## src/verilog/layer_cfg.svh

```systemverilog
`ifndef LAYER_CFG_SVH
`define LAYER_CFG_SVH

// layer geometry.
`define NUM_NEURONS 2
`define NUM_INPUTS 15

// shared word memory and where each operand lives in it.
`define MEM_DEPTH 64
`define MEM_ADDR_W 6
`define ACT_BASE 0
`define NEURON_BASE 16
`define NEURON_STRIDE 16

// the output keeps bits RESULT_MSB down to FRAC_LSB of the sum.
`define FRAC_LSB 13
`define RESULT_MSB 28

// AXI4-Lite register map, byte addresses.
`define AXI_ADDR_W 12
`define REG_CTRL 'h000
`define REG_STATUS 'h004
`define REG_RESULT_BASE 'h010
`define MEM_WINDOW 'h400

`endif

```

## src/verilog/layerPkg.sv

```systemverilog
`default_nettype none

`include "layer_cfg.svh"

package layerPkg;

	// ****************************************
	// layer memory port
	// ****************************************

	typedef struct packed {
		logic req;
		logic write;
		logic [`MEM_ADDR_W-1:0] addr;
		logic [31:0] wdata;
	} memReq_t;

	typedef struct packed {
		logic gnt;
		logic rdValid;
		logic [31:0] rdata;
	} memRsp_t;

	// ****************************************
	// AXI4-Lite channels
	// ****************************************

	typedef struct packed {
		logic awvalid;
		logic [`AXI_ADDR_W-1:0] awaddr;
		logic wvalid;
		logic [31:0] wdata;
		logic [3:0] wstrb;
		logic bready;
		logic arvalid;
		logic [`AXI_ADDR_W-1:0] araddr;
		logic rready;
	} axiReq_t;

	typedef struct packed {
		logic awready;
		logic wready;
		logic bvalid;
		logic [1:0] bresp;
		logic arready;
		logic rvalid;
		logic [31:0] rdata;
		logic [1:0] rresp;
	} axiRsp_t;

endpackage

`default_nettype wire

```

## src/verilog/layerMemory.sv

```systemverilog
`timescale 1ns/1ns
`default_nettype none

`include "layer_cfg.svh"

module layerMemory
	import layerPkg::*;
(
	input wire clk,
	input wire memReq_t memReq,
	output logic [31:0] rdata
);

	logic [31:0] mem [`MEM_DEPTH];

	// rdata only changes on a read, one cycle after the request.
	always_ff @(posedge clk)
	begin
		if (memReq.req)
		begin
			if (memReq.write)
				mem[memReq.addr] <= memReq.wdata;
			else
				rdata <= mem[memReq.addr];
		end
	end

endmodule

`default_nettype wire

```

## config.mk

```make
export PLATFORM = sky130hd
export DESIGN_NAME = layerMemory
export DESIGN_NICKNAME = d
export VERILOG_FILES = /design/src/verilog/layerPkg.sv /design/src/verilog/layerMemory.sv
export VERILOG_INCLUDE_DIRS = /design/src /design/src/verilog
export SDC_FILE = /design/constraint.sdc
export NUM_CORES = 2
export LEC_CHECK = 0
export BUFFER_PORTS_ARGS = -buffer_cell sky130_fd_sc_hd__buf_4
export CELL_PAD_IN_SITES_DETAIL_PLACEMENT = 1
export CELL_PAD_IN_SITES_GLOBAL_PLACEMENT = 1
export CORE_UTILIZATION = 55
export CTS_CLUSTER_DIAMETER = 200
export DETAILED_ROUTE_END_ITERATION = 12
export PLACE_DENSITY = 0.81
export SETUP_SLACK_MARGIN = 0.4
export SYNTH_ARGS = -nofsm -noshare
export SYNTH_HDL_FRONTEND = slang
export SYNTH_SLANG_ARGS = --single-unit
```

## constraint.sdc

```tcl
create_clock -name clk -period 4.5 [get_ports clk]
set_input_delay 0.675 -clock clk [delete_from_list [all_inputs] [get_ports clk]]
set_output_delay 0.675 -clock clk [all_outputs]
set_load 0.02 [all_outputs]
```

**Word-level counts from Yosys, hierarchy flattened**

Memory sizes are Yosys's and may differ from the RTL's. A register that Yosys moved wholly into a read port is not among the register bits.
Cells that the tools add are included.

- Add/subtract/negate cells: 0
- Multipliers: 0
- Div/mod/pow operators: 0
- $lt $le $gt $ge: 0
- Equal/unequal tests: 0
- Shift-type cells: 0
- Muxes and demuxes: 3
- Bitwise gates (word level): 1
- Reductions and logical operators: 1

Operators with widths:

| kind | count |
|---|---|
| 1-bit two-way mux | 3 |
| 2-bit AND reduction | 1 |
| 1-bit NOT | 1 |

- Bits in registers: 0
- Bits in latches: 0
- Bits in writable memories: 2048
- Bits in read-only memories: 0
- Input bits: 41
- Output and inout port bits: 32
- Logic and storage cells: 6
- Memories kept: 1

Memories:

| name | words | bits a word | rd ports | clocked after Yosys merged registers in | wr ports | line | text |
|---|---|---|---|---|---|---|---|
| mem | 64 | 32 | 1 | 1 | 1 | layerMemory.sv:14 | `` logic [31:0] mem [`MEM_DEPTH]; `` |

**Longest topological paths before layout**

- Word-level depth: 3
- Gate-level depth with buffers: 12
- Mapped depth without buffers: 6

**Least setup slack after synthesis**

Ideal clock, no wire load.

- Path type: input -> register
- Start point: input port memReq[34] (netlist name)
- End point: memory mem[15][0], enable pin
- Setup time: 421 ps
- Data arrival time: 3627 ps
- Required time: 4079 ps
- Path slack: 451 ps
- Stages: 9
- Buffers on the path: 6
- Cell sequence: buf_6 buf_4 buf_4 buf_2 buf_2 clkbuf_1 and3_1 nand2_1 nor2_1

RTL lines:

| element | line | text |
|---|---|---|
| start, declared | layerMemory.sv:10 | `input wire memReq_t memReq,` |
| end, declared | layerMemory.sv:14 |  |

Straight into the memory's write port.

==> run summary <==
# placed instances -> 6311
Layout Nets -> 4664
DRT Pass-1 Iters -> 6
Post-CTS Setup Bufs -> 0
Mapped Cells -> 4436
Status -> complete, no violations
FF-to-FF path depth -> 5
YS warnings -> 0
Final Hold Viols -> 0
CTS HTree Levels -> 4
Power per cell area -> 460 nW/um2
Clock transition at path regs -> 0.07 ns
Setup TNS -> 0 ns
Rows -> 138
Pin count of the biggest net entering global routing -> 106
Yosys reg bits -> 2080
Slowest Stage Delay on Critical Path -> 1.00 ns
HP Class -> in2reg
Total core area -> 142000 um2
Chip height -> 380 um
Worst path top cell family by delay -> simple AND/OR/NAND/NOR gates
HPWL Detailed -> 153000 um
Most common cell in the netlist -> edfxtp_1
First-pass GRT wire length -> 392000 um
Unrepaired setup endpoints after global routing -> false
Share of layout cells above drive strength 1 -> 15.9%
Top Metal Used -> met5
CTS buffer count -> 200
CTS Root Cell -> clkbuf_16
Register area share after synthesis -> 79.6%
Ys async rst share -> 0%
Reg-to-Reg End -> rdata[1]
Hold buffers post-CTS -> 0
Clock sink total -> 2080
Initial Utilization -> 55.4%
Layout area overhead -> 13.6%
R2R Path Start -> mem[42][1]
CP endpoint kind -> register
Largest area contributor in the netlist -> edfxtp_1
Commonest cells post-synth -> edfxtp_1 (2080), a22oi_1 (477), mux2i_1 (242)
Resized cells post-CTS -> 0
Total GRT Usage -> 38.5%
Die area -> 144000 um2
Horiz. Die Dim -> 380 um
Critical path cell sequence -> buf_6 -> nor2b_4 -> buf_12 -> buf_4 -> a22oi_1 -> nor2_1 -> a221oi_1 -> o21ai_0 -> or3_1
Crit path required time -> 5.21 ns
DRC Markers -> 0
Setup violators final -> 0
Vias in the first global route -> 51500
Mapped Nets -> 4477
WL final -> 293000 um
Min Clock Period, post-route -> 3.43 ns
Max Fclk -> 291 MHz
Worst-Margin Slew -> 1.38 ns
CP Class -> in2reg
Met1 WL -> 92800 um
Buf/Inv on CP -> 3
Avg Synthesized Cell Area -> 17.7 um2
Nature of the critical path startpoint -> primary input
Via density -> 7.68
Worst Hold Depth -> 1
Clk_lat worst skew -> 0.86 ns
Yosys top cell area share -> 79.6%
Largest cells by area after synthesis -> edfxtp_1 (80%), a22oi_1 (4.6%), mux2i_1 (3.1%)
Crit path DAT -> 4.15 ns
Post-Synthesis Cell Area -> 78500 um2
Met2 WL -> 132000 um
Peak ir drop on the vdd network -> 0.332 mV
I/O pins -> 73
Final worst-path cycle share -> 76.3%
Clock Path Buffers -> 3
Max-slew violation count -> 0
Reg2Reg Setup Slack -> 1.73 ns
# Max-Cap Violations -> 0
Leak Pwr -> 0.0283 uW
Remaining global-route overflow -> 0
Gpl congestion -> 0.912
EDFF count, synth -> 2080
Antenna viol nets, final -> 0
Initial antenna violation count -> 30
Relative slew slack -> 7.91%
Port Buffers -> 72
Main flop type after synthesis -> edfxtp_1
Routed len/inst -> 43.8 um
Critical path peak fanout -> 47
Final cell count without fillers -> 6692
Synth cell types -> 54
CTS tree -> built
WL met3 -> 45200 um
Slowest CP cell -> nor2b_4
Hold Path Origin -> memReq[30]
Drt initial violations -> 10100
Fin util -> 63.0%
Vias post-DR -> 51400
Hold_ws -> 0.405 ns
Min-Delay Endpoint -> mem[10][30]
Fin Clk Skew -> 0.0496 ns
## per-layer routing
| metal | GRT usage [%] | vias up |
|---|---|---|
| met5 | 0.430 | - |
| met4 | 22.4 | 38 |
| li1 | - | 18900 |
| met2 | 59.7 | 5609 |
| met3 | 11.9 | 1470 |
| met1 | 48.2 | 25400 |
## where the power goes
part           leakage [uW]  internal [uW]  switching, uW
sequential           0.0187          21400           62.7
clock               0.00307           9190           8020
combinational       0.00647            584           1710
## per-stage QoR
step | worst slack [ns] | power (uW) | instance area, um2
after global placement | 0.721 | 23800 | 82800
after global routing | 1.13 | 41400 | 89100
after detailed placement | 0.624 | 24000 | 82800
final | 1.07 | 41000 | 89200
after floorplan | 0.451 | 22800 | 78500
after CTS | 1.27 | 40400 | 89100
## how the worst max path moves through the flow
| stage | slack, ns | start | depth (start not counted) | to |
|---|---|---|---|---|
| floorplan | 0.45 | memReq[34] | 9 | mem[15][0] |
| global placement | 0.72 | memReq[32] | 8 | rdata[16] |
| detailed placement | 0.62 | memReq[32] | 9 | rdata[7] |
| CTS | 1.27 | memReq[32] | 9 | rdata[7] |
| global route | 1.13 | memReq[32] | 9 | rdata[7] |
| finish | 1.07 | memReq[32] | 9 | rdata[7] |
## sequential cells by signal (all words and copies together), names as in the netlist
register	flops
mem	2048
rdata	32
## area by class of cell
class                           count  area [um2]
Antenna cell                       11        27.5
Sequential cell                  2080       62500
Multi-Input combinational cell   2024       15200
Inverter                            3        12.5
Tap cell                         1890        2360
Timing Repair Buffer              314        2790
Fill cell                       12000       52400
Clock inverter                    124        1040
Clock buffer                      246        5240
## cells in the final DEF (no fill, tap or decap), types with 7 or more instances in the layout
cell type / synthesis / layout
nor3_1: 49 / 49
a22o_1: 29 / 29
clkinv_2: 0 / 39
inv_6: 0 / 7
nand2_1: 117 / 116
edfxtp_1: 2080 / 2080
mux2_2: 72 / 72
o22ai_1: 238 / 238
a221oi_1: 166 / 166
buf_12: 0 / 33
a21oi_1: 70 / 70
o22a_1: 30 / 30
clkinv_1: 2 / 56
a211o_1: 16 / 16
or3_1: 30 / 28
a31oi_1: 44 / 44
mux4_2: 8 / 8
a311oi_1: 16 / 16
or4_1: 14 / 14
diode_2: 0 / 11
a21boi_0: 14 / 14
nor2_4: 0 / 69
o211ai_1: 15 / 15
a221o_1: 14 / 14
o221ai_1: 21 / 21
a22oi_1: 477 / 477
clkbuf_16: 0 / 203
nor2_1: 155 / 84
bufinv_16: 0 / 16
o21ai_0: 97 / 97
nor4_1: 15 / 15
a211oi_1: 17 / 17
clkbuf_1: 201 / 43
mux2i_1: 242 / 242
buf_4: 8 / 278
## cells by family (layout without fill, tap and decap cells)
group | Yosys count | after routing | synth area share (%)
AO/OA/AOI/OAI | 1283 | 1283 | 11.8
other | 0 | 11 | 0
flip-flops | 2080 | 2080 | 79.6
buffers and inverters | 332 | 687 | 1.80
multiplexers | 322 | 322 | 4.35
AND/OR/NAND/NOR | 419 | 419 | 2.44
Note: power is estimated with default switching activity, not from simulation.
