## config.mk

```make
export PLATFORM = sky130hd
export DESIGN_NAME = memArbiter
export DESIGN_NICKNAME = d
export VERILOG_FILES = /design/src/verilog/layerPkg.sv /design/src/verilog/memArbiter.sv
export VERILOG_INCLUDE_DIRS = /design/src /design/src/verilog
export SDC_FILE = /design/constraint.sdc
export NUM_CORES = 1
export LEC_CHECK = 0
export BUFFER_PORTS_ARGS = -buffer_cell sky130_fd_sc_hd__buf_2
export CAP_MARGIN = 20
export CORE_AREA = 3 3 114 116
export DETAILED_ROUTE_END_ITERATION = 10
export DIE_AREA = 0 0 117 119
export GPL_TIMING_DRIVEN = 0
export PLACE_DENSITY_LB_ADDON = 0.08
export SYNTH_ARGS = -nofsm -noshare
export SYNTH_HDL_FRONTEND = slang
export SYNTH_SLANG_ARGS = --single-unit
```

## constraint.sdc

```tcl
create_clock -name clk -period 6.9 [get_ports clk]
set_input_delay 1.725 -clock clk [delete_from_list [all_inputs] [get_ports clk]]
set_output_delay 1.725 -clock clk [all_outputs]
set_load 0.005 [all_outputs]
```

## src/verilog/layer_cfg.svh

```systemverilog
`ifndef LAYER_CFG_SVH
`define LAYER_CFG_SVH

// layer geometry.
`define NUM_NEURONS 2
`define NUM_INPUTS 15

// shared word memory and where each operand lives in it.
`define MEM_DEPTH 64
`define MEM_ADDR_W 6
`define ACT_BASE 0
`define NEURON_BASE 16
`define NEURON_STRIDE 16

// the output keeps bits RESULT_MSB down to FRAC_LSB of the sum.
`define FRAC_LSB 13
`define RESULT_MSB 28

// AXI4-Lite register map, byte addresses.
`define AXI_ADDR_W 12
`define REG_CTRL 'h000
`define REG_STATUS 'h004
`define REG_RESULT_BASE 'h010
`define MEM_WINDOW 'h400

`endif

```

## src/verilog/layerPkg.sv

```systemverilog
`default_nettype none

`include "layer_cfg.svh"

package layerPkg;

	// ****************************************
	// layer memory port
	// ****************************************

	typedef struct packed {
		logic req;
		logic write;
		logic [`MEM_ADDR_W-1:0] addr;
		logic [31:0] wdata;
	} memReq_t;

	typedef struct packed {
		logic gnt;
		logic rdValid;
		logic [31:0] rdata;
	} memRsp_t;

	// ****************************************
	// AXI4-Lite channels
	// ****************************************

	typedef struct packed {
		logic awvalid;
		logic [`AXI_ADDR_W-1:0] awaddr;
		logic wvalid;
		logic [31:0] wdata;
		logic [3:0] wstrb;
		logic bready;
		logic arvalid;
		logic [`AXI_ADDR_W-1:0] araddr;
		logic rready;
	} axiReq_t;

	typedef struct packed {
		logic awready;
		logic wready;
		logic bvalid;
		logic [1:0] bresp;
		logic arready;
		logic rvalid;
		logic [31:0] rdata;
		logic [1:0] rresp;
	} axiRsp_t;

endpackage

`default_nettype wire

```

## src/verilog/memArbiter.sv

```systemverilog
`timescale 1ns/1ns
`default_nettype none

`include "layer_cfg.svh"

module memArbiter
	import layerPkg::*;
#(
	parameter int NUM_PORTS = 3
)
(
	input wire clk,
	input wire reset,
	input wire memReq_t portReq [NUM_PORTS],
	output memRsp_t portRsp [NUM_PORTS],
	output memReq_t memReq,
	input wire [31:0] memRdata
);

	localparam int PTR_W = (NUM_PORTS > 1) ? $clog2(NUM_PORTS) : 1;

	logic [PTR_W-1:0] ptr;
	logic [PTR_W-1:0] winner;
	logic anyGnt;
	logic rdPending;
	logic [PTR_W-1:0] rdPort;

	// search starts at ptr and wraps, so the first requester found wins.
	always_comb
	begin
		int idx;
		anyGnt = 1'b0;
		winner = '0;
		for (int i = 0; i < NUM_PORTS; i++)
		begin
			idx = int'(ptr) + i;
			if (idx >= NUM_PORTS)
				idx = idx - NUM_PORTS;
			if (!anyGnt && portReq[idx].req)
			begin
				anyGnt = 1'b1;
				winner = PTR_W'(idx);
			end
		end
	end

	always_comb
	begin
		memReq = anyGnt ? portReq[winner] : '0;
		for (int k = 0; k < NUM_PORTS; k++)
		begin
			portRsp[k].gnt = anyGnt && (winner == PTR_W'(k));
			portRsp[k].rdValid = rdPending && (rdPort == PTR_W'(k));
			portRsp[k].rdata = portRsp[k].rdValid ? memRdata : '0;
		end
	end

	always_ff @(posedge clk)
	begin
		if (reset)
		begin
			ptr <= '0;
			rdPending <= 1'b0;
		end
		else
		begin
			rdPending <= anyGnt && !portReq[winner].write;
			if (anyGnt)
				ptr <= (winner == PTR_W'(NUM_PORTS - 1)) ? '0 : winner + 1'b1;
		end
	end

	always_ff @(posedge clk)
	begin
		if (anyGnt)
			rdPort <= winner;
	end

endmodule

`default_nettype wire

```

* After elaboration in Yosys (flattened, before gate mapping)
Cells that the tools add are included.
** Cells by class
- $add $sub $neg :: 6
- $lt $le $gt $ge :: 7
- Eq/ne operators :: 4
- Muxes and demuxes :: 26
- Bitwise logic cells :: 4
- Reduce and logical (&&, ||, !) cells :: 14
** Operators with widths (number)
- 40-bit 2-to-1 mux :: 9
- 40-bit binary-select mux with 2-bit select :: 4
- 32-bit 2-to-1 mux :: 6
- 32-bit by 3-bit >= comparator with 1-bit output, second input constant :: 3
- 32-bit NOT :: 3
- 1-bit logical AND :: 9
- 2-bit 2-to-1 mux :: 4
- 3-bit by 2-bit subtractor with 4-bit output, second input constant :: 2
- 3-bit by 2-bit >= comparator with 1-bit output, second input constant :: 2
- 2-bit by 1-bit equality test with 1-bit output, second input constant :: 2
- 2-bit equality test, second input constant :: 2
- 2-bit logical NOT :: 2
- 2-bit by 1-bit adder with 3-bit output, second input constant :: 1
- 2-bit by 2-bit adder with 3-bit output, second input constant :: 1
- 3-bit >= comparator, second input constant :: 1
- 1-bit logical NOT :: 3
- 1-bit 2-to-1 mux :: 3
- 2-bit NOT with 3-bit output :: 1
- 2-bit by 2-bit subtractor with 3-bit output, second input constant :: 1
- 2-bit by 1-bit adder with 2-bit output, second input constant :: 1
- 2-bit >= comparator, second input constant :: 1
** Storage, ports and cells
- Flip-flop bits (word level) :: 5
- Input port bits :: 154
- Output and inout bits :: 142
- Logic and storage cells :: 64

* Logic depth before layout (Yosys ltp)
- Depth after elaboration :: 19
- Mapped depth :: 12
- Mapped depth without buffers :: 9

* Least setup slack after synthesis
No wires, ideal clock.
- Kind :: input to output
- Start point :: input portReq[119] (netlist bit)
- End point :: output memReq[3] (netlist bit)
- Data arrival time :: 2990 ps
- Required time :: 5175 ps
- Slack :: 2185 ps
- Stages :: 9
- Buffers on the path :: 2
- Path through :: mux2i_4 > o22a_1 > buf_6 > and3_4 > inv_2 > o21a_4 > buf_6 > a221oi_2 > nor2_1
** RTL lines
- from (decl) :: RTL line memArbiter.sv:14 : input wire memReq_t portReq [NUM_PORTS],
- to (decl) :: RTL line memArbiter.sv:16 : output memReq_t memReq,

==> results.ini <==
[status]
status = complete, no violations

[global_routing]
grt_max_degree = 11
grt_pass1_vias = 3529
grt_pass1_wl_um = 19100
antenna_found_initial = 0
grt_usage_pct = 17.1
overflow = 0

[route]
routedWlPerCell_um = 16.4
dr.pass1.iters = 4
vias = 3886
remaining_drc_errors = 0
vias_per_cell = 4.83
drtAntennaViolNets = 0
wirelength_um = 13200
drt_iter0_drc = 167

[timing]
max_freq_ghz = 0.185
fin_ws_ns = 1.51
hold_viol = 0
hold_ws_ns = 0.564
rsz0062_at_grt = no
final.period_utilization_pct = 78.2
finalSetupTns_ns = 0
setup_viol = 0
tightest_slew_ns = 0.766
slew_headroom_pct = 47.5
slew_violations = 0
period_minus_slack_ns = 5.39
fin_skew_ns = 0.00128

[die]
fp.dieArea_mm2 = 0.0139
die_x_um = 117
fp-row-count = 40
start_util_pct = 21.0
io_pins = 296
coreArea_mm2 = 0.0120
die_h_um = 119

[worst_setup_path]
path_cells = buf_2 -> nand3b_1 -> a21oi_2 -> clkbuf_1 -> a221oi_1 -> a211oi_1 -> buf_2
r2r-start = ptr[1]
regToRegSetupSlack_ns = 4.29
path_delay_family = compound AO/OA/AOI/OAI gates
crit_required_ns = 5.18
end_kind = primary output
critPathMaxStageDelay_ns = 0.51
worstSetupPathType = input pin to primary output
startpoint = portReq[39]
path_common_cell = buf_2
cp.buffers_inverters = 3
slowest_stage = a21oi_2
crit_path_start_kind = input pin
cp_max_fo = 10
arrival_ns = 3.67

[clock_network]
tritoncts = done
clockRootBuffer = clkbuf_16
cts_setup_buffers = 0
clkSlewWorstSetupHoldPaths_ns = 0.03
cts_max_path_buffers = 2
clock-sinks = 5
clk_latency_ns = 0.23
cts_max_level = 1
cts-hold-fix-buffers = 0
cts_inserted_buffers = 3
cts_resized = 0

[synthesis]
avgSynthCellArea_um2 = 7.03
ys_ff_latch = 5
ys_warn_count = 0
synth_edf_count = 2
synth_nets = 517
syn_inst = 359
synth_cell_types = 52
syn_area_mm2 = 0.00252
seq_area_frac_synth_pct = 4.76
async_reset_ff_share_pct = 0
ys.flop_type = dfxtp_1

[cells_and_area]
drive_above_1_share_pct = 54.9
area_delta_synth_final_pct = 68.9
n_fill_cell = 1331
antenna_cells = 0
fin_nets = 817

[run]
max_cap_viol_count = 0

[power]
p_leak_nw = 2.30
power_density_mw_per_mm2 = 422
ir_drop_mv = 0.187
p_total_mw = 1.80

[place]
place.detailed.hpwl_um = 11100
post-place-ws_ns = 1.45
gp_congestion = 0.792
place.port_buffers = 295

[hold_path]
worstHoldStart = ptr[0]
hp-class = flip-flop to flip-flop

[cell type report]
class                      instances  area (um2)  area share, %
sequential                         5         120           2.82
buffer                            36         209           4.90
timing repair buffer             295        1480           34.6
inverter                           6        22.5          0.528
clock buffer                       4        78.8           1.85
multi-input combinational        312        2170           50.9
tap                              147         184           4.32
[power breakdown]
part / total (mW) / internal (mW) / switching (mW)
combinational: 1.65 / 0.728 / 0.917
clock: 0.0942 / 0.0764 / 0.0177
sequential: 0.0585 / 0.0491 / 0.00938
total: 1.80 / 0.854 / 0.945
[metal layers]
layer  global-route usage, %  wire length [um]  vias up
met5                       0                 0        -
met4                    2.15                70        0
met3                    3.51              1070        4
met2                    34.2              7340      190
met1                    18.3              4750     1785
li1                        -                 -     1907
[tightest hold or removal path, stage by stage, from the launching register on]
cell	delay, ns
dfxtp_1	0.32
inv_1	0.10
o32ai_1	0.09
[logic make-up (layout without fill, tap and decap cells)]
group                      after synthesis  count (layout)  share of synthesized area [%]
and+or+nand+nor                        199             199                           42.7
buffers and inverters                   42             341                           9.18
AOI/OAI and AO/OA                      104             104                           38.7
muxes                                    5               5                           2.68
adders and majority gates                4               4                           1.98
DFF                                      5               5                           4.76
[registers in the layout, summed over array words and instances, names as in the netlist]
register and count:
ptr 2, rdPending 1, rdPort 2
[metrics by stage]
stage                     util [%]  std cells  cell area (um2)
final                         35.5        805             4260
after global routing          35.5        805             4260
after CTS                     35.5        805             4260
after detailed placement      34.8        801             4180
after global placement        34.8        801             4180
after floorplan                  -        359             2520
[cells in the final DEF (no fill, tap or decap), types with 4 or more instances in the layout]
cell type	Yosys	final
clkbuf_1	14	15
a221oi_2	20	20
nand3_1	17	17
nor2_1	64	64
and2_1	97	97
o211ai_1	16	16
buf_2	11	306
a21oi_1	17	17
ha_1	4	4
buf_6	5	5
a211oi_1	12	12
buf_4	6	6
a221oi_1	18	18
[final timing paths]
path                              endpoint  cells past startpoint
worst max-delay path            memReq[19]                      7
worst min-delay path                ptr[0]                      2
worst max register to register   rdPending                      9
worst min register to register      ptr[0]                      2
[synthesized netlist by cell type, drive strengths merged, types with 4 or more instances]
library cell	instances	area (um2)
a211oi	15	128
a21oi	19	110
a221oi	38	458
and2	98	616
buf	22	156
clkbuf	14	52.6
ha	4	50.1
inv	6	22.5
mux2i	4	56.3
nand3	17	85.1
nor2	65	246
o211ai	17	133
Note: power is estimated with default switching activity, not from simulation.
