File: config.mk
export PLATFORM = sky130hd
export DESIGN_NAME = neuronEngine
export DESIGN_NICKNAME = d
export VERILOG_FILES = /design/src/verilog/layerPkg.sv /design/src/verilog/neuronEngine.sv
export VERILOG_INCLUDE_DIRS = /design/src /design/src/verilog
export SDC_FILE = /design/constraint.sdc
export NUM_CORES = 1
export LEC_CHECK = 0
export BUFFER_PORTS_ARGS = -buffer_cell sky130_fd_sc_hd__buf_2
export CORE_ASPECT_RATIO = 1.2
export CORE_MARGIN = 2
export CORE_UTILIZATION = 60
export CTS_BUF_LIST = sky130_fd_sc_hd__clkbuf_4
export CTS_CLUSTER_DIAMETER = 30
export DETAILED_ROUTE_END_ITERATION = 7
export GPL_ROUTABILITY_DRIVEN = 0
export GPL_TIMING_DRIVEN = 0
export PLACE_DENSITY = 0.81
export SETUP_SLACK_MARGIN = 0.02
export SLEW_MARGIN = 20
export SYNTH_ARGS = -nofsm -noshare
export SYNTH_HDL_FRONTEND = slang
export SYNTH_SLANG_ARGS = --single-unit
File: constraint.sdc
create_clock -name clk -period 17.95 [get_ports clk]
set_input_delay 3.59 -clock clk [delete_from_list [all_inputs] [get_ports clk]]
set_output_delay 3.59 -clock clk [all_outputs]
set_load 0.005 [all_outputs]
File: src/verilog/layer_cfg.svh
`ifndef LAYER_CFG_SVH
`define LAYER_CFG_SVH

// layer geometry.
`define NUM_NEURONS 2
`define NUM_INPUTS 15

// shared word memory and where each operand lives in it.
`define MEM_DEPTH 64
`define MEM_ADDR_W 6
`define ACT_BASE 0
`define NEURON_BASE 16
`define NEURON_STRIDE 16

// the output keeps bits RESULT_MSB down to FRAC_LSB of the sum.
`define FRAC_LSB 13
`define RESULT_MSB 28

// AXI4-Lite register map, byte addresses.
`define AXI_ADDR_W 12
`define REG_CTRL 'h000
`define REG_STATUS 'h004
`define REG_RESULT_BASE 'h010
`define MEM_WINDOW 'h400

`endif

File: src/verilog/layerPkg.sv
`default_nettype none

`include "layer_cfg.svh"

package layerPkg;

	// ****************************************
	// layer memory port
	// ****************************************

	typedef struct packed {
		logic req;
		logic write;
		logic [`MEM_ADDR_W-1:0] addr;
		logic [31:0] wdata;
	} memReq_t;

	typedef struct packed {
		logic gnt;
		logic rdValid;
		logic [31:0] rdata;
	} memRsp_t;

	// ****************************************
	// AXI4-Lite channels
	// ****************************************

	typedef struct packed {
		logic awvalid;
		logic [`AXI_ADDR_W-1:0] awaddr;
		logic wvalid;
		logic [31:0] wdata;
		logic [3:0] wstrb;
		logic bready;
		logic arvalid;
		logic [`AXI_ADDR_W-1:0] araddr;
		logic rready;
	} axiReq_t;

	typedef struct packed {
		logic awready;
		logic wready;
		logic bvalid;
		logic [1:0] bresp;
		logic arready;
		logic rvalid;
		logic [31:0] rdata;
		logic [1:0] rresp;
	} axiRsp_t;

endpackage

`default_nettype wire

File: src/verilog/neuronEngine.sv
`timescale 1ns/1ns
`default_nettype none

`include "layer_cfg.svh"

module neuronEngine
	import layerPkg::*;
(
	input wire clk,
	input wire reset,
	input wire start,
	input wire [`MEM_ADDR_W-1:0] neuronBase,
	output memReq_t memReq,
	input wire memRsp_t memRsp,
	output logic done,
	output logic [31:0] result
);

	localparam int AW = `MEM_ADDR_W;
	localparam int CNT_W = $clog2(`NUM_INPUTS + 1);

	typedef enum logic [2:0] {
		idle,
		fetchAct,
		waitAct,
		fetchWgt,
		waitWgt,
		fetchBias,
		waitBias
	} state_t;

	state_t state;
	logic [CNT_W-1:0] idx;
	logic [31:0] act;
	logic [31:0] acc;
	logic [31:0] product;
	logic [31:0] biasSum;
	logic lastPair;

	// the low 32 bits of the product are the same for signed and unsigned operands.
	assign product = act * memRsp.rdata;
	assign biasSum = acc + memRsp.rdata;
	assign lastPair = (idx == CNT_W'(`NUM_INPUTS - 1));

	always_comb
	begin
		memReq.req = (state == fetchAct) || (state == fetchWgt) || (state == fetchBias);
		memReq.write = 1'b0;
		memReq.wdata = '0;
		case (state)
			fetchAct:
				memReq.addr = AW'(`ACT_BASE) + AW'(idx);
			fetchWgt:
				memReq.addr = neuronBase + AW'(idx);
			default:
				memReq.addr = neuronBase + AW'(`NUM_INPUTS);
		endcase
	end

	// ****************************************
	// fetch and accumulate FSM
	// ****************************************

	always_ff @(posedge clk)
	begin
		if (reset)
		begin
			state <= idle;
			idx <= '0;
			done <= 1'b0;
			result <= '0;
		end
		else
		begin
			done <= 1'b0;
			case (state)
				idle:
				begin
					if (start)
					begin
						idx <= '0;
						state <= fetchAct;
					end
				end
				fetchAct:
				begin
					if (memRsp.gnt)
						state <= waitAct;
				end
				waitAct:
				begin
					if (memRsp.rdValid)
						state <= fetchWgt;
				end
				fetchWgt:
				begin
					if (memRsp.gnt)
						state <= waitWgt;
				end
				waitWgt:
				begin
					if (memRsp.rdValid)
					begin
						if (lastPair)
						begin
							state <= fetchBias;
						end
						else
						begin
							idx <= idx + 1'b1;
							state <= fetchAct;
						end
					end
				end
				fetchBias:
				begin
					if (memRsp.gnt)
						state <= waitBias;
				end
				waitBias:
				begin
					if (memRsp.rdValid)
					begin
						// ReLU on the 13 fraction bit sum, keeping bits 28 down to 13.
						result <= biasSum[31] ? 32'd0 : 32'(biasSum[`RESULT_MSB:`FRAC_LSB]);
						done <= 1'b1;
						state <= idle;
					end
				end
				default:
				begin
					state <= idle;
				end
			endcase
		end
	end

	always_ff @(posedge clk)
	begin
		if (state == idle && start)
			acc <= '0;
		if (state == waitAct && memRsp.rdValid)
			act <= memRsp.rdata;
		if (state == waitWgt && memRsp.rdValid)
			acc <= acc + product;
	end

endmodule

`default_nettype wire
---- Yosys cells after proc, flatten, opt, wreduce, memory -nomap -nowiden ----
Cells that the tools add are included.
word-level totals
  flip-flop bits (word level) ............. 104
  bits in latches ......................... 0
  memory bits (writable) .................. 0
  memory bits (read-only) ................. 0
  input bits .............................. 43
  output and inout bits ................... 73
  word-level logic and storage cells ...... 58
  memories ................................ 0
cells by class
  $add $sub $neg .......................... 5
  multipliers ............................. 1
  div/mod/pow operators ................... 0
  order comparisons ....................... 0
  equal/unequal tests ..................... 15
  shifts and indexed selects .............. 0
  multiplexer cells ....................... 18
  bitwise gates (word level) .............. 1
  reduce and logical (&&, ||, !) cells .... 12
operators with widths
  kind                                                                   number
  32-bit adder                                                           2
  32-bit 2-to-1 mux                                                      2
  32-bit by 32-bit multiplier with 32-bit output                         1
  3-bit 2-to-1 mux                                                       8
  3-bit case mux with 7 select lines                                     1
  16-bit 2-to-1 mux                                                      1
  2-bit != test, second input constant                                   8
  4-bit 2-to-1 mux                                                       3
  6-bit case mux with 2 select lines                                     1
  3-bit equality test, second input constant                             3
  4-bit case mux with 2 select lines                                     1
  7-bit AND reduction                                                    1
  6-bit by 4-bit adder with 6-bit output                                 1
  6-bit by 4-bit adder with 6-bit output, second input constant          1
  3-bit by 2-bit equality test with 1-bit output, second input constant  2
  4-bit by 1-bit adder with 4-bit output, second input constant          1
  4-bit equality test, second input constant                             1
  4-bit AND reduction                                                    1
  2-bit nonzero test                                                     2
  3-bit by 1-bit equality test with 1-bit output, second input constant  1
  1-bit logical AND                                                      3
  3-bit logical NOT                                                      1
  1-bit logical OR                                                       2
  2-bit AND reduction                                                    1
  other kinds (3)                                                        3

---- Longest topological paths before layout ----
  depth in word-level cells ............... 4
  depth in mapped cells ................... 28
  mapped depth without buffers ............ 26

---- Worst setup path after synthesis ----
OpenSTA, ideal clock, no wires.
  kind .................................... input port to flip-flop
  start point ............................. input port memRsp[2] in the netlist's numbering
  end point ............................... register acc[29], data pin
  library setup time ...................... 0.270 ns
  data arrival time ....................... 10.120 ns
  data required time ...................... 17.680 ns
  slack ................................... 7.561 ns
  stages on the path ...................... 25
  path buffers ............................ 2
  cell sequence ........................... clkbuf_1 > clkbuf_1 > nand2_1 > fa_1 > fa_1 > inv_1 > fa_1 > inv_1 > fa_1 > inv_1 > fa_1 > inv_1 > fa_1 > fa_1 > fa_1 > inv_1 > ha_1 > and3_1 > and2_1 > a221o_1 > or3_1 > o211ai_1 > a21boi_0 > nor3_1 > nor3_1
on the way
  longest elaborated chain between the ends .. 3
RTL lines
  item                                            line                 source
  start, declared                                 neuronEngine.sv:14   input wire memRsp_t memRsp,
  32-bit by 32-bit multiplier with 32-bit output  neuronEngine.sv:41   assign product = act * memRsp.rdata;
  32-bit adder                                    neuronEngine.sv:145  acc <= acc + product;
  32-bit 2-to-1 mux                               neuronEngine.sv:144  if (state == waitWgt && memRsp.rdValid)
  end signal, assigned                            neuronEngine.sv:145
  end, declared                                   neuronEngine.sv:35   logic [31:0] acc;
Every way passes these cells.
A chain may end at the register's enable or synchronous reset.

---- Worst setup path after layout ----
  start point ............................. input port memRsp[3] in the netlist's numbering
  end point ............................... register acc[29], data pin
Same word-level chain as after synthesis.

==> results.sh <==
export IMPL_regToRegSetupSlack_ps=8960
export IMPL_setup_viol_count_final=0
export IMPL_relSlewSlack=0.1422
export IMPL_drt_pass1_iter_count=6
export IMPL_fin_worst_skew_ps=22.13
export IMPL_grt_pass1_wl_um=100100
export IMPL_wl_um=63870
export IMPL_critPathMaxFanout=10
export IMPL_start_util=0.6055
export IMPL_cts_tree="done"
export IMPL_crit_path_end="acc[29]"
export IMPL_synth_distinct_cells=68
export IMPL_dr_wl_met3_um=8470
export IMPL_vias=16770
export IMPL_startpoint="memRsp[3]"
export IMPL_grtUsageTotal=0.3594
export IMPL_area_growth_pct=6.044
export IMPL_rsz0062_at_grt="false"
export IMPL_grt_pass1_vias=18070
export IMPL_wl_per_cell_um=21.84
export IMPL_fmaxAchievable_ghz=0.08537
export IMPL_post_cts_buffers=0
export IMPL_async_flop_share=0
export IMPL_synth_area_mm2=0.02159
export IMPL_period_minus_slack_ps=11710
export IMPL_cts_made_buffers=9
export IMPL_cts_sinks=88
export IMPL_dp_hpwl_um=52380
export IMPL_clockBufferDepth=2
export IMPL_viasPerCell=5.735
export IMPL_die_w_um=177.2
export IMPL_die_area_mm2=0.03753
export IMPL_hp_class="reg -> reg"
export IMPL_drtIter0Drc=1651
export IMPL_crit_path_end_kind="flop"
export IMPL_r2r_cells=25
export IMPL_drv_cap=0
export IMPL_final_common_cell="inv_1"
export IMPL_wl_met1_um=20870
export IMPL_ys_ff_latch=88
export IMPL_seqCellArea_mm2=0.002402
export IMPL_period_share=0.6526
export IMPL_yosys_warnings=0
export IMPL_num_rows=76
export IMPL_grt_max_degree=14
export IMPL_required_ps=18240
export IMPL_wl_met2_um=29040
export IMPL_synthCells=2315
export IMPL_yosysSeqAreaShare=0.1113
export IMPL_fill_cells=2848
export IMPL_r2r_start="act[2]"
export IMPL_core_area_mm2=0.03566
export IMPL_final_util=0.6421
export IMPL_start_kind="primary input"
export IMPL_finalHoldViolations=0
export IMPL_path_clk_slew_ps=130
export IMPL_final_cell_mix="inv_1 (512), fa_1 (439), and2_1 (321)"
export IMPL_avgSynthCellArea_um2=9.328
export IMPL_drive_gt1_frac=0.06936
export IMPL_antenna_found_initial=7
export IMPL_insertion_delay_ps=470
export IMPL_yosysTopAreaCell="fa_1"
export IMPL_io_pins=116
export IMPL_post_cts_hold_buffer_count=0
export IMPL_ctsRootBufferMaster="clkbuf_4"
export IMPL_criticalPathCategory="in -> reg"
export IMPL_ant_nets=0
export IMPL_drcViolationCount=0
export IMPL_multi_input_area_mm2=0.01673
export IMPL_layout_nets=3089
export IMPL_synth_top_flop_cell="edfxtp_1"
export IMPL_top_layer="met5"
export IMPL_status="finished clean"
export IMPL_gr_total_overflow=0
export IMPL_synth_area_leaders="fa_1 (41%), and2_1 (9.3%), ha_1 (9.3%)"
export IMPL_postCtsResizedCells=0
export IMPL_tns_ps=0
export IMPL_placed_cells=2904
export IMPL_cts_htree_levels=3
export IMPL_rr_endpoint="acc[29]"
export IMPL_finalMaxSlewViolations=0
export IMPL_synth_edf_count=64
export IMPL_instances_no_fill=2924
export IMPL_numPortBuffers=66
export IMPL_worst_pin_slew_ps=1287
export IMPL_yosysTopAreaCellShare=0.4070
export IMPL_cp_arrival_ps=12000
export IMPL_die_h_um=211.8
Yosys cell counts, types with 3 or more instances:
cell / instances
inv_1: 512
fa_1: 439
and2_1: 321
nand2_1: 253
ha_1: 160
clkbuf_1: 92
xnor2_1: 65
edfxtp_1: 64
nor2_1: 51
buf_4: 49
a21oi_1: 38
xor2_1: 31
dfxtp_1: 24
o21ai_0: 24
a21o_1: 23
nor3_1: 18
o21a_1: 14
nand3_1: 10
o21ai_2: 10
a211oi_1: 7
o21bai_1: 7
nor2b_1: 6
o211ai_1: 6
o31ai_1: 6
a211o_1: 4
and3_1: 4
and4_1: 4
nand2b_1: 4
nand4_1: 4
or2_2: 4
or3_1: 4
a2111oi_0: 3
a211oi_2: 3
a22o_1: 3
nor3b_1: 3
nor4_1: 3
layout make-up:
class | count | share of cell area
clock buffer | 10 | 0.003279
buffer | 145 | 0.03224
antenna | 5 | 0.0005464
tap | 468 | 0.02557
timing repair buffer | 73 | 0.01688
clock inverter | 5 | 0.002131
multi-input combinational | 1618 | 0.7305
inverter | 512 | 0.08393
sequential | 88 | 0.1049
cells by family (layout without fill, tap and decap cells):
logic type	after synthesis	in the layout	synth area share
adders and majority gates	599	599	0.4997
DFF	88	88	0.1113
and+or+nand+nor	695	695	0.1656
AOI/OAI and AO/OA	176	176	0.05910
xor gates and xnor gates	97	97	0.03998
muxes	2	2	0.001043
buffers and inverters	657	745	0.1231
other	1	54	0.0001737
state kept, by name, indices dropped and copies added (netlist names):
signal	cells
idx	4
act	32
state	3
acc	32
done	1
result	16
critical path: stages:
cell      delay, ps
buf_2           200
clkbuf_1        530
clkbuf_1        630
nand2_1         160
fa_1            520
fa_1            500
inv_1            50
fa_1            480
inv_1            80
fa_1            540
inv_1            50
fa_1            500
inv_1            50
fa_1            570
fa_1            500
fa_1            560
inv_1            60
ha_1            340
and3_1          250
and2_1          180
a221o_1         380
or3_1           350
o211ai_1        350
a21boi_0        200
o21a_1          200
nor3_1          150
metrics by stage:
stage,area [µm²],hold slack [ps],setup slack [ps]
finish,22900,469.8,6236
global route,22890,491.9,6096
CTS,22880,472.4,6484
detailed placement,22760,442.4,6041
global placement,22690,435.8,6148
floorplan,21770,441.9,7561
routing by layer:
| metal | track usage | vias to the layer above |
|---|---|---|
| met1 | 0.4229 | 8140 |
| met2 | 0.5693 | 1195 |
| met5 | 0 | - |
| met3 | 0.1051 | 347 |
| li1 | - | 7080 |
| met4 | 0.2439 | 8 |
worst min path at each step:
stage               cells past startpoint        from          to
finish                                  2   result[9]   result[9]
global route                            2   result[5]   result[5]
CTS                                     2   result[5]   result[5]
detailed placement                      2   result[8]   result[8]
global placement                        2   result[7]   result[7]
floorplan                               2  result[11]  result[11]
Power is not shown: default switching activity piles up to over one toggle a cycle in this logic, so the estimate is an artifact.
