File: config.mk
export PLATFORM = sky130hd
export DESIGN_NAME = axiLiteRegs
export DESIGN_NICKNAME = d
export VERILOG_FILES = /design/src/verilog/layerPkg.sv /design/src/verilog/axiLiteRegs.sv
export VERILOG_INCLUDE_DIRS = /design/src /design/src/verilog
export SDC_FILE = /design/constraint.sdc
export NUM_CORES = 1
export LEC_CHECK = 0
export BUFFER_PORTS_ARGS = -buffer_cell sky130_fd_sc_hd__buf_2
export CORE_MARGIN = 1
export CORE_UTILIZATION = 43
export CTS_CLUSTER_SIZE = 14
export DETAILED_ROUTE_END_ITERATION = 16
export GPL_ROUTABILITY_DRIVEN = 0
export PLACE_DENSITY = 0.74
export SYNTH_ARGS = -nofsm -noshare
export SYNTH_HDL_FRONTEND = slang
export SYNTH_SLANG_ARGS = --single-unit
File: constraint.sdc
create_clock -name clk -period 2.7 [get_ports clk]
set_input_delay 0.54 -clock clk [delete_from_list [all_inputs] [get_ports clk]]
set_output_delay 0.54 -clock clk [all_outputs]
set_load 0.005 [all_outputs]
File: src/verilog/layer_cfg.svh
`ifndef LAYER_CFG_SVH
`define LAYER_CFG_SVH

// layer geometry.
`define NUM_NEURONS 2
`define NUM_INPUTS 15

// shared word memory and where each operand lives in it.
`define MEM_DEPTH 64
`define MEM_ADDR_W 6
`define ACT_BASE 0
`define NEURON_BASE 16
`define NEURON_STRIDE 16

// the output keeps bits RESULT_MSB down to FRAC_LSB of the sum.
`define FRAC_LSB 13
`define RESULT_MSB 28

// AXI4-Lite register map, byte addresses.
`define AXI_ADDR_W 12
`define REG_CTRL 'h000
`define REG_STATUS 'h004
`define REG_RESULT_BASE 'h010
`define MEM_WINDOW 'h400

`endif

File: src/verilog/layerPkg.sv
`default_nettype none

`include "layer_cfg.svh"

package layerPkg;

	// ****************************************
	// layer memory port
	// ****************************************

	typedef struct packed {
		logic req;
		logic write;
		logic [`MEM_ADDR_W-1:0] addr;
		logic [31:0] wdata;
	} memReq_t;

	typedef struct packed {
		logic gnt;
		logic rdValid;
		logic [31:0] rdata;
	} memRsp_t;

	// ****************************************
	// AXI4-Lite channels
	// ****************************************

	typedef struct packed {
		logic awvalid;
		logic [`AXI_ADDR_W-1:0] awaddr;
		logic wvalid;
		logic [31:0] wdata;
		logic [3:0] wstrb;
		logic bready;
		logic arvalid;
		logic [`AXI_ADDR_W-1:0] araddr;
		logic rready;
	} axiReq_t;

	typedef struct packed {
		logic awready;
		logic wready;
		logic bvalid;
		logic [1:0] bresp;
		logic arready;
		logic rvalid;
		logic [31:0] rdata;
		logic [1:0] rresp;
	} axiRsp_t;

endpackage

`default_nettype wire

File: src/verilog/axiLiteRegs.sv
`timescale 1ns/1ns
`default_nettype none

`include "layer_cfg.svh"

module axiLiteRegs
	import layerPkg::*;
(
	input wire clk,
	input wire reset,
	input wire axiReq_t axi,
	output axiRsp_t axiOut,
	output memReq_t memReq,
	input wire memRsp_t memRsp,
	output logic start,
	input wire [`NUM_NEURONS-1:0] engineDone,
	input wire [`NUM_NEURONS-1:0][31:0] engineResult
);

	localparam int AXW = `AXI_ADDR_W;
	localparam int AW = `MEM_ADDR_W;

	typedef enum logic [2:0] {idle, wrMem, wrResp, rdMem, rdWait, rdResp} state_t;

	state_t state;
	logic busy;
	logic done;
	logic [`NUM_NEURONS-1:0] doneSeen;
	logic [`NUM_NEURONS-1:0] doneAll;
	logic [`NUM_NEURONS-1:0][31:0] results;
	logic [31:0] rdData;
	logic [AW-1:0] memAddr;
	logic [31:0] memWdata;
	logic wrAccept;
	logic rdAccept;
	logic [AXW-1:0] wrWord;
	logic [AXW-1:0] rdWord;
	logic [AXW-1:0] wrOffset;
	logic [AXW-1:0] rdOffset;
	logic wrInWindow;
	logic rdInWindow;
	logic [31:0] regRead;

	// one transaction at a time, and a write wins over a read in the same cycle.
	assign wrAccept = (state == idle) && axi.awvalid && axi.wvalid;
	assign rdAccept = (state == idle) && axi.arvalid && !(axi.awvalid && axi.wvalid);

	assign wrWord = {axi.awaddr[AXW-1:2], 2'b00};
	assign rdWord = {axi.araddr[AXW-1:2], 2'b00};
	assign wrOffset = axi.awaddr - AXW'(`MEM_WINDOW);
	assign rdOffset = axi.araddr - AXW'(`MEM_WINDOW);
	assign wrInWindow = (axi.awaddr >= AXW'(`MEM_WINDOW)) && (wrOffset < AXW'(4 * `MEM_DEPTH));
	assign rdInWindow = (axi.araddr >= AXW'(`MEM_WINDOW)) && (rdOffset < AXW'(4 * `MEM_DEPTH));

	// the control register is write only and reads back as zero.
	always_comb
	begin
		regRead = '0;
		if (rdWord == AXW'(`REG_STATUS))
			regRead = {30'b0, done, busy};
		for (int k = 0; k < `NUM_NEURONS; k++)
		begin
			if (rdWord == AXW'(`REG_RESULT_BASE + 4 * k))
				regRead = results[k];
		end
	end

	// ****************************************
	// transaction FSM
	// ****************************************

	always_ff @(posedge clk)
	begin
		if (reset)
		begin
			state <= idle;
			start <= 1'b0;
		end
		else
		begin
			start <= 1'b0;
			case (state)
				idle:
				begin
					if (wrAccept)
					begin
						// the memory has no byte enables, so only full words reach it.
						if (wrInWindow && (&axi.wstrb))
							state <= wrMem;
						else
							state <= wrResp;
						if (wrWord == AXW'(`REG_CTRL) && axi.wstrb[0] && axi.wdata[0]
							&& !busy)
							start <= 1'b1;
					end
					else if (rdAccept)
					begin
						state <= rdInWindow ? rdMem : rdResp;
					end
				end
				wrMem:
				begin
					if (memRsp.gnt)
						state <= wrResp;
				end
				wrResp:
				begin
					if (axi.bready)
						state <= idle;
				end
				rdMem:
				begin
					if (memRsp.gnt)
						state <= rdWait;
				end
				rdWait:
				begin
					if (memRsp.rdValid)
						state <= rdResp;
				end
				rdResp:
				begin
					if (axi.rready)
						state <= idle;
				end
				default:
				begin
					state <= idle;
				end
			endcase
		end
	end

	always_ff @(posedge clk)
	begin
		if (wrAccept)
		begin
			memAddr <= wrOffset[AW+1:2];
			memWdata <= axi.wdata;
		end
		else if (rdAccept)
		begin
			memAddr <= rdOffset[AW+1:2];
			rdData <= regRead;
		end
		if (state == rdWait && memRsp.rdValid)
			rdData <= memRsp.rdata;
	end

	// ****************************************
	// layer status and results
	// ****************************************

	assign doneAll = doneSeen | engineDone;

	always_ff @(posedge clk)
	begin
		if (reset)
		begin
			busy <= 1'b0;
			done <= 1'b0;
			doneSeen <= '0;
			results <= '0;
		end
		else
		begin
			for (int k = 0; k < `NUM_NEURONS; k++)
			begin
				if (engineDone[k])
					results[k] <= engineResult[k];
			end
			if (start)
			begin
				busy <= 1'b1;
				done <= 1'b0;
				doneSeen <= '0;
			end
			else if (busy)
			begin
				if (&doneAll)
				begin
					busy <= 1'b0;
					done <= 1'b1;
					doneSeen <= '0;
				end
				else
				begin
					doneSeen <= doneAll;
				end
			end
		end
	end

	always_comb
	begin
		axiOut.awready = wrAccept;
		axiOut.wready = wrAccept;
		axiOut.bvalid = (state == wrResp);
		axiOut.bresp = 2'b00;
		axiOut.arready = rdAccept;
		axiOut.rvalid = (state == rdResp);
		axiOut.rdata = rdData;
		axiOut.rresp = 2'b00;
		memReq.req = (state == wrMem) || (state == rdMem);
		memReq.write = (state == wrMem);
		memReq.addr = memAddr;
		memReq.wdata = memWdata;
	end

endmodule

`default_nettype wire

== Word-level counts from Yosys, hierarchy flattened ==
Index checks and enable logic that the tools add are counted.

* Add/sub/neg operators: 2
* Order comparisons: 4
* Equality and inequality tests: 15
* Multiplexer cells: 23
* Bitwise gates (word level): 3
* Reduce and logical (&&, ||, !) cells: 26

{| class="wikitable"
|+ Operators with widths
! cell !! count
|-
| $mux W32 || 5
|-
| $ge A12 B11 Y1 const B || 2
|-
| $lt A12 B9 Y1 const B || 2
|-
| $mux W3 || 8
|-
| $sub A12 B11 Y12 const B || 2
|-
| $eq A10 B3 Y1 const B || 2
|-
| $pmux W3 S6 || 1
|-
| $logic_and A1 B1 Y1 || 12
|-
| $logic_not A12 Y1 || 1
|-
| $mux W6 || 2
|-
| $eq A10 B1 Y1 const B || 1
|-
| $ne A2 B2 Y1 const B || 4
|-
| $eq A3 B2 Y1 const B || 2
|-
| $eq A3 B3 Y1 const B || 2
|-
| $mux W2 || 3
|-
| $reduce_and A6 Y1 || 1
|-
| $mux W1 || 4
|-
| $ne A2 B1 Y1 const B || 2
|-
| $reduce_and A2 Y1 || 2
|-
| $reduce_and A4 Y1 || 1
|-
| $reduce_bool A2 Y1 || 2
|-
| $eq A3 B1 Y1 const B || 1
|-
| $logic_not A3 Y1 || 1
|-
| $ne A3 B3 Y1 const B || 1
|-
| other kinds (7) || 9
|}

* Register bits after elaboration: 142
* Output and inout bits: 82
* Logic and storage cells: 83

== Depth between registers and ports, before layout ==
Gate-level depths: netlist (run 1).

* Word-level depth: 7
* Mapped depth: 7

== Worst setup path after synthesis (run 1) ==
No wires, ideal clock.

* Path type: register -> output
* Start: reg state[0]
* End: out axiOut[39] (netlist bit)
* Arrival: 1.657 ns
* Slack: 0.503 ns
* Cell stages (with the launch flop): 6
* Cell sequence: dfxtp_1 -> buf_2 -> nor3_1 -> and2_1 -> buf_2 -> buf_4

* Word-level cells in the longest chain between the ends: 3

{| class="wikitable"
|+ Ends and longest elaborated chain
! item !! RTL line !! RTL
|-
| start, declared || axiLiteRegs.sv:25 || <nowiki>state_t state;</nowiki>
|-
| start signal, assigned || axiLiteRegs.sv:76 || <nowiki>state <= idle;</nowiki>
|-
| start signal, assigned || axiLiteRegs.sv:89 || <nowiki>state <= wrMem;</nowiki>
|-
| start signal, assigned || axiLiteRegs.sv:91 || <nowiki>state <= wrResp;</nowiki>
|-
| $logic_not A3 Y1 || axiLiteRegs.sv:45 || <nowiki>assign wrAccept = (state == idle) && axi.awvalid && axi.wvalid;</nowiki>
|-
| $logic_and A1 B1 Y1 (2 in series) || axiLiteRegs.sv:45 ||
|-
| end, declared || axiLiteRegs.sv:12 || <nowiki>output axiRsp_t axiOut,</nowiki>
|}

Every way passes these cells.

==> impl_metrics.ini, run 1 <==
[status]
status = complete, no violations

[timing]
tightestPinTransition_ps = 771
hold_violations = 0
finClkSkew_ps = 4.96
rsz0062_at_grt = false
maxClockFrequency_ghz = 0.411
slew_viol_final = 0
setup_tns_ps = 0
slew_headroom = 0.486
finalCriticalPeriod_ps = 2430
setup_viol = 0
post-route-period-util = 0.900

[worst_hold_path]
hold_path.startpoint = axi[26]
whs_path_depth = 1
min_path_type = in2reg
min_to = memWdata[7]

[synthesis]
synth_edf_count = 70
synth_area_um2 = 5720
synth_xor_area_frac = 0
synthMuxAreaShare = 0.128
post_synth.cell_area_avg_um2 = 12.8
synth_compound_area_frac = 0.0794
synth_top_family_by_area = simple AND/OR/NAND/NOR gates
yosys.area_share.simple = 0.133
synthFlopType = dfxtp_1
ys_types = 44
ys_seq_elements = 142
yosysWarnings = 0
synth_fa_ha_area_frac = 0
synthArstFlopShare = 0
synth_sequential_area_ratio = 0.620
synthCells = 448

[grt]
grt_max_degree = 72
grt_pass1_vias = 4618
busiest_layer = met2
grt.total_usage = 0.225
use_met1 = 0.271
use_met2 = 0.376
antenna_found_initial = 0
use_met3 = 0.0676
grt_pass1_wl_um = 23900
grt_overflow = 0

[critical_path]
reg2reg_slack_ps = 670
rr_worst_depth = 5
crit_type = reg2out
cp_data_required_time_ps = 2160
crit_path_max_fanout = 13
critPathLaunchType = flop
cp-end-kind = output port
cp.arrival_ps = 1890
reg2reg_from = state[1]
reg2reg_to = rdData[10]

[job]
drv_cap = 0

[clock_tree]
clk_pin_slew_ps = 60
clock_path_buffers = 2
clk_latency_ps = 420
cts_tree = yes
cts.sinks = 142
post-cts-setup-buffers = 0
cts_repair_resize_count = 0
htreeDepth = 4
cts_buffers = 17
hold_buffers = 0
cts-root-buf = clkbuf_16

[route]
viasPerCell = 5.11
routed_wl_um = 15100
route.detailed.drc = 0
drtIter0Drc = 300
vias = 4456
wire_per_inst_um = 17.4
drt.antenna.violating_nets = 0
dr.pass1.iters = 4

[die]
die_area_um2 = 13800
start_util = 0.448
die_x_um = 117
io_pins = 249
fp.dieH_um = 117
core_area_um2 = 12800
num_rows = 41

[pwr]
power.leakage_uw = 0.00348
ir_drop_uv = 466
power_density_nw_per_um2 = 862
power_uw = 6720

[final_layout]
diodes = 0
layout-drive-gt1-share = 0.429
mostFrequentLayoutCells = buf_2 (240), dfxtp_1 (72), nor2_1 (70), edfxtp_1 (70), mux2i_1 (64)
area_growth_syn_to_layout_pct = 36.2
final_common_cell = buf_2
layout.nets = 854

[placement]
port_buffers = 240
place_hpwl_um = 10700
[power breakdown]
part           internal, uW  switching (uW)  leakage, uW
sequential             2670             146      0.00125
combinational           526             614      0.00188
clock                  1900             853     0.000338
[worst max path at each step]
| stage | start | end | slack, ps | depth (start not counted) |
|---|---|---|---|---|
| finish | state[0] | axiOut[39] | 270 | 3 |
| global route | state[0] | axiOut[39] | 140 | 3 |
| CTS | state[0] | axiOut[39] | 250 | 3 |
| detailed placement | axi[4] | rdData[22] | 600 | 7 |
| global placement | memRsp[32] | rdData[15] | 620 | 5 |
| floorplan | state[0] | axiOut[39] | 500 | 5 |
[logic make-up (layout without fill, tap and decap cells)]
kind of cell	count (synthesis)	count (layout)
AO/OA/AOI/OAI	53	53
buffers and inverters	41	290
flip-flops	142	142
other	1	4
multiplexers	72	72
AND/OR/NAND/NOR	139	139
[synthesized netlist by cell type, types with 2 or more instances]
cell type	count	share of area
dfxtp_1	72	0.25
edfxtp_1	70	0.37
nor2_1	70	0.046
mux2i_1	64	0.11
a221o_1	30	0.053
and2_1	20	0.022
nor4b_1	16	0.025
clkbuf_1	13	0.0085
buf_2	12	0.011
buf_4	11	0.014
nand2_1	9	0.0059
a21oi_1	8	0.0070
mux2_2	8	0.016
nor3_1	4	0.0035
a211oi_1	3	0.0039
inv_1	3	0.0020
a22oi_1	2	0.0026
and3_1	2	0.0022
buf_6	2	0.0039
nand4_1	2	0.0022
nor2b_1	2	0.0022
o21ai_0	2	0.0018
o31ai_1	2	0.0026
[worst max-delay path, stage by stage, from the launching register on]
cell and delay [ps]:
dfxtp_1 420, nor3_1 270, and2_1 550, buf_2 230
[metrics by stage]
stage / instances / hold WS (ps) / util / setup slack [ps] / area (um2)
2_1_floorplan: 451 / 452 / - / 503 / 5730
3_3_place_gp: 840 / 465 / 0.555 / 617 / 7090
3_5_place_dp: 840 / 475 / 0.555 / 601 / 7090
4_1_cts: 872 / 279 / 0.610 / 249 / 7790
5_1_grt: 872 / 272 / 0.610 / 142 / 7790
6_report: 872 / 297 / 0.610 / 269 / 7790
[layer usage]
| metal | wire length [um] | share of wire | vias to the layer above |
|---|---|---|---|
| li1 | - | - | 2140 |
| met1 | 6400 | 0.42 | 2160 |
| met2 | 7660 | 0.51 | 137 |
| met3 | 824 | 0.054 | 19 |
| met4 | 260 | 0.017 | 0 |
| met5 | 0 | 0 | - |
[flip-flops by register name (all words and copies together) (netlist names)]
name,flops
doneSeen,2
start,1
rdData,32
busy,1
memWdata,32
results,64
state,3
done,1
memAddr,6
[area by class of cell]
type	instances	area, um2
Fill cell	1043	4990
Sequential cell	142	3540
Multi-Input combinational cell	268	1970
Timing Repair Buffer	255	1350
Clock buffer	18	429
Clock inverter	14	269
Tap cell	172	215
Inverter	3	11.3
Note: power is estimated with default switching activity, not from simulation.
==> run 2: changes to the inputs <==
--- a/config.mk
+++ b/config.mk
@@ -8,11 +8,11 @@
 export LEC_CHECK = 0
 export BUFFER_PORTS_ARGS = -buffer_cell sky130_fd_sc_hd__buf_2
 export CORE_MARGIN = 1
-export CORE_UTILIZATION = 43
+export CORE_UTILIZATION = 45
 export CTS_CLUSTER_SIZE = 14
 export DETAILED_ROUTE_END_ITERATION = 16
 export GPL_ROUTABILITY_DRIVEN = 0
-export PLACE_DENSITY = 0.74
+export PLACE_DENSITY = 0.76
 export SYNTH_ARGS = -nofsm -noshare
 export SYNTH_HDL_FRONTEND = slang
 export SYNTH_SLANG_ARGS = --single-unit
==> run 2 against run 1 <==
Largest cell class unchanged. Clock skew grew 6.1 ps. Core utilization grew 1.4 points. Combinational power is essentially flat. Largest power group unchanged. Worst hold slack lost 6.2 ps. Highest routed layer unchanged. Sequential power is essentially flat.
==> impl_metrics.ini, run 2 (synthesized netlist as in run 1, its figures left out) <==
[final_layout]
multiInputGateArea_um2 = 1970
seqCellArea_um2 = 3540
final_area_um2 = 7620
diodes = 0
utilization = 0.624
layout-drive-gt1-share = 0.434
finalNonFillerCells = 868
final_common_cell = buf_2
mostFrequentLayoutCells = buf_2 (240), dfxtp_1 (72), nor2_1 (70), edfxtp_1 (70), mux2i_1 (64)
layout.nets = 854
nFillCells = 1027
regMostFlops = results
area_growth_syn_to_layout_pct = 33.2
largest_reg_flops = 64
reg_top3 = results: 64 flops, memWdata: 32 flops, rdData: 32 flops

[pwr]
seqPwrFrac = 0.457
p_int_uw = 4510
switchingPower_uw = 1640
power_switching_share = 0.267
power_frac_clock = 0.357
power.leakage_uw = 0.00340
p_comb_frac = 0.187
power_density_nw_per_um2 = 808
ir_drop_uv = 394

[die]
core_area_um2 = 12200
fp.dieH_um = 115
die_area_um2 = 13200
num_rows = 40
start_util = 0.468
die_x_um = 115
io_pins = 249

[timing]
maxClockFrequency_ghz = 0.414
setup_viol = 0
slew_viol_final = 0
finalCriticalPeriod_ps = 2410
setup_tns_ps = 0
rsz0062_at_grt = false
hold_violations = 0
tightestPinTransition_ps = 773
holdWs_ps = 291
finClkSkew_ps = 11.1
slew_headroom = 0.483
post-route-period-util = 0.894

[clock_tree]
cts_buffers = 17
clk_pin_slew_ps = 60
cts.sinks = 142
post-cts-setup-buffers = 0
cts_tree = yes
clock_path_buffers = 2
htreeDepth = 4
cts-root-buf = clkbuf_16
hold_buffers = 0
clk_latency_ps = 420

[route]
dr.pass1.iters = 5
vias = 4468
routed_wl_um = 15100
drt.antenna.violating_nets = 0
viasPerCell = 5.15
wire_per_inst_um = 17.4
route.detailed.drc = 0
drtIter0Drc = 302

[critical_path]
crit_path_max_fanout = 13
path_buf_inv = 1
max_stage_delay_ps = 430
cp_top_family = simple AND/OR/NAND/NOR gates
crit_type = reg2out
crit_chain = nor3_1, and2_2, buf_2
crit_slowest_cell = and2_2
cp-end-kind = output port
cp.arrival_ps = 1870
cp_data_required_time_ps = 2160
critPathLaunchType = flop

[placement]
place_hpwl_um = 10800
dpl_cell_area_um2 = 7060
dp.cells = 836
port_buffers = 240

[grt]
grt_pass1_vias = 4467
grt_max_degree = 45
antenna_found_initial = 0
grt_overflow = 0
grt_pass1_wl_um = 22700
grt.total_usage = 0.232

[status]
status = complete, no violations

[worst_hold_path]
min_path_type = in2reg

[job]
drv_cap = 0
-- run 2: per-stage QoR --
step           power, uW  worst slack, ps
2_1_floorplan       3450              503
3_3_place_gp        3960              366
3_5_place_dp        4000              374
4_1_cts             6200             73.7
5_1_grt             6410              164
6_report            6150              285
-- run 2: final cells by class --
type / instances / area share
Clock inverter: 11 / 0.0125
Clock buffer: 21 / 0.0605
Tap cell: 168 / 0.0276
Timing Repair Buffer: 255 / 0.174
Multi-Input combinational cell: 268 / 0.259
Sequential cell: 142 / 0.465
Inverter: 3 / 0.00148
-- run 2: power by group through the flow --
| stage | Sequential (uW) | Combinational [uW] | Clock, uW |
|---|---|---|---|
| final | 2810 | 1150 | 2190 |
| after floorplan | 2840 | 614 | 0 |
| after CTS | 2810 | 1160 | 2230 |
| after detailed placement | 2850 | 1150 | 0 |
| after global routing | 2840 | 1250 | 2320 |
| after global placement | 2840 | 1120 | 0 |
-- run 2: final timing paths --
path                            depth (start not counted)   startpoint  slack [ps]            to
worst min-delay path                                    1      axi[50]         290  memWdata[31]
worst max register to register                          5     state[1]         520     rdData[3]
worst max-delay path                                    3     state[0]         290    axiOut[40]
worst min register to register                          2  results[58]         490   results[58]
-- run 2: metal layers --
| metal | track usage | routed length (um) | up-vias | share of wire |
|---|---|---|---|---|
| met5 | 0 | 0 | - | 0 |
| met4 | 0.0883 | 280 | 0 | 0.019 |
| met3 | 0.0720 | 890 | 22 | 0.059 |
| met2 | 0.400 | 7750 | 170 | 0.51 |
| met1 | 0.272 | 6220 | 2148 | 0.41 |
| li1 | - | - | 2128 | - |
-- run 2: what timing repair did --
| action | 4_1_cts | 5_1_grt |
|---|---|---|
| endpoints found under the hold margin | 0 | 0 |
| resized for setup | 0 | 1 |
| setup endpoints to repair | 0 | 2 |
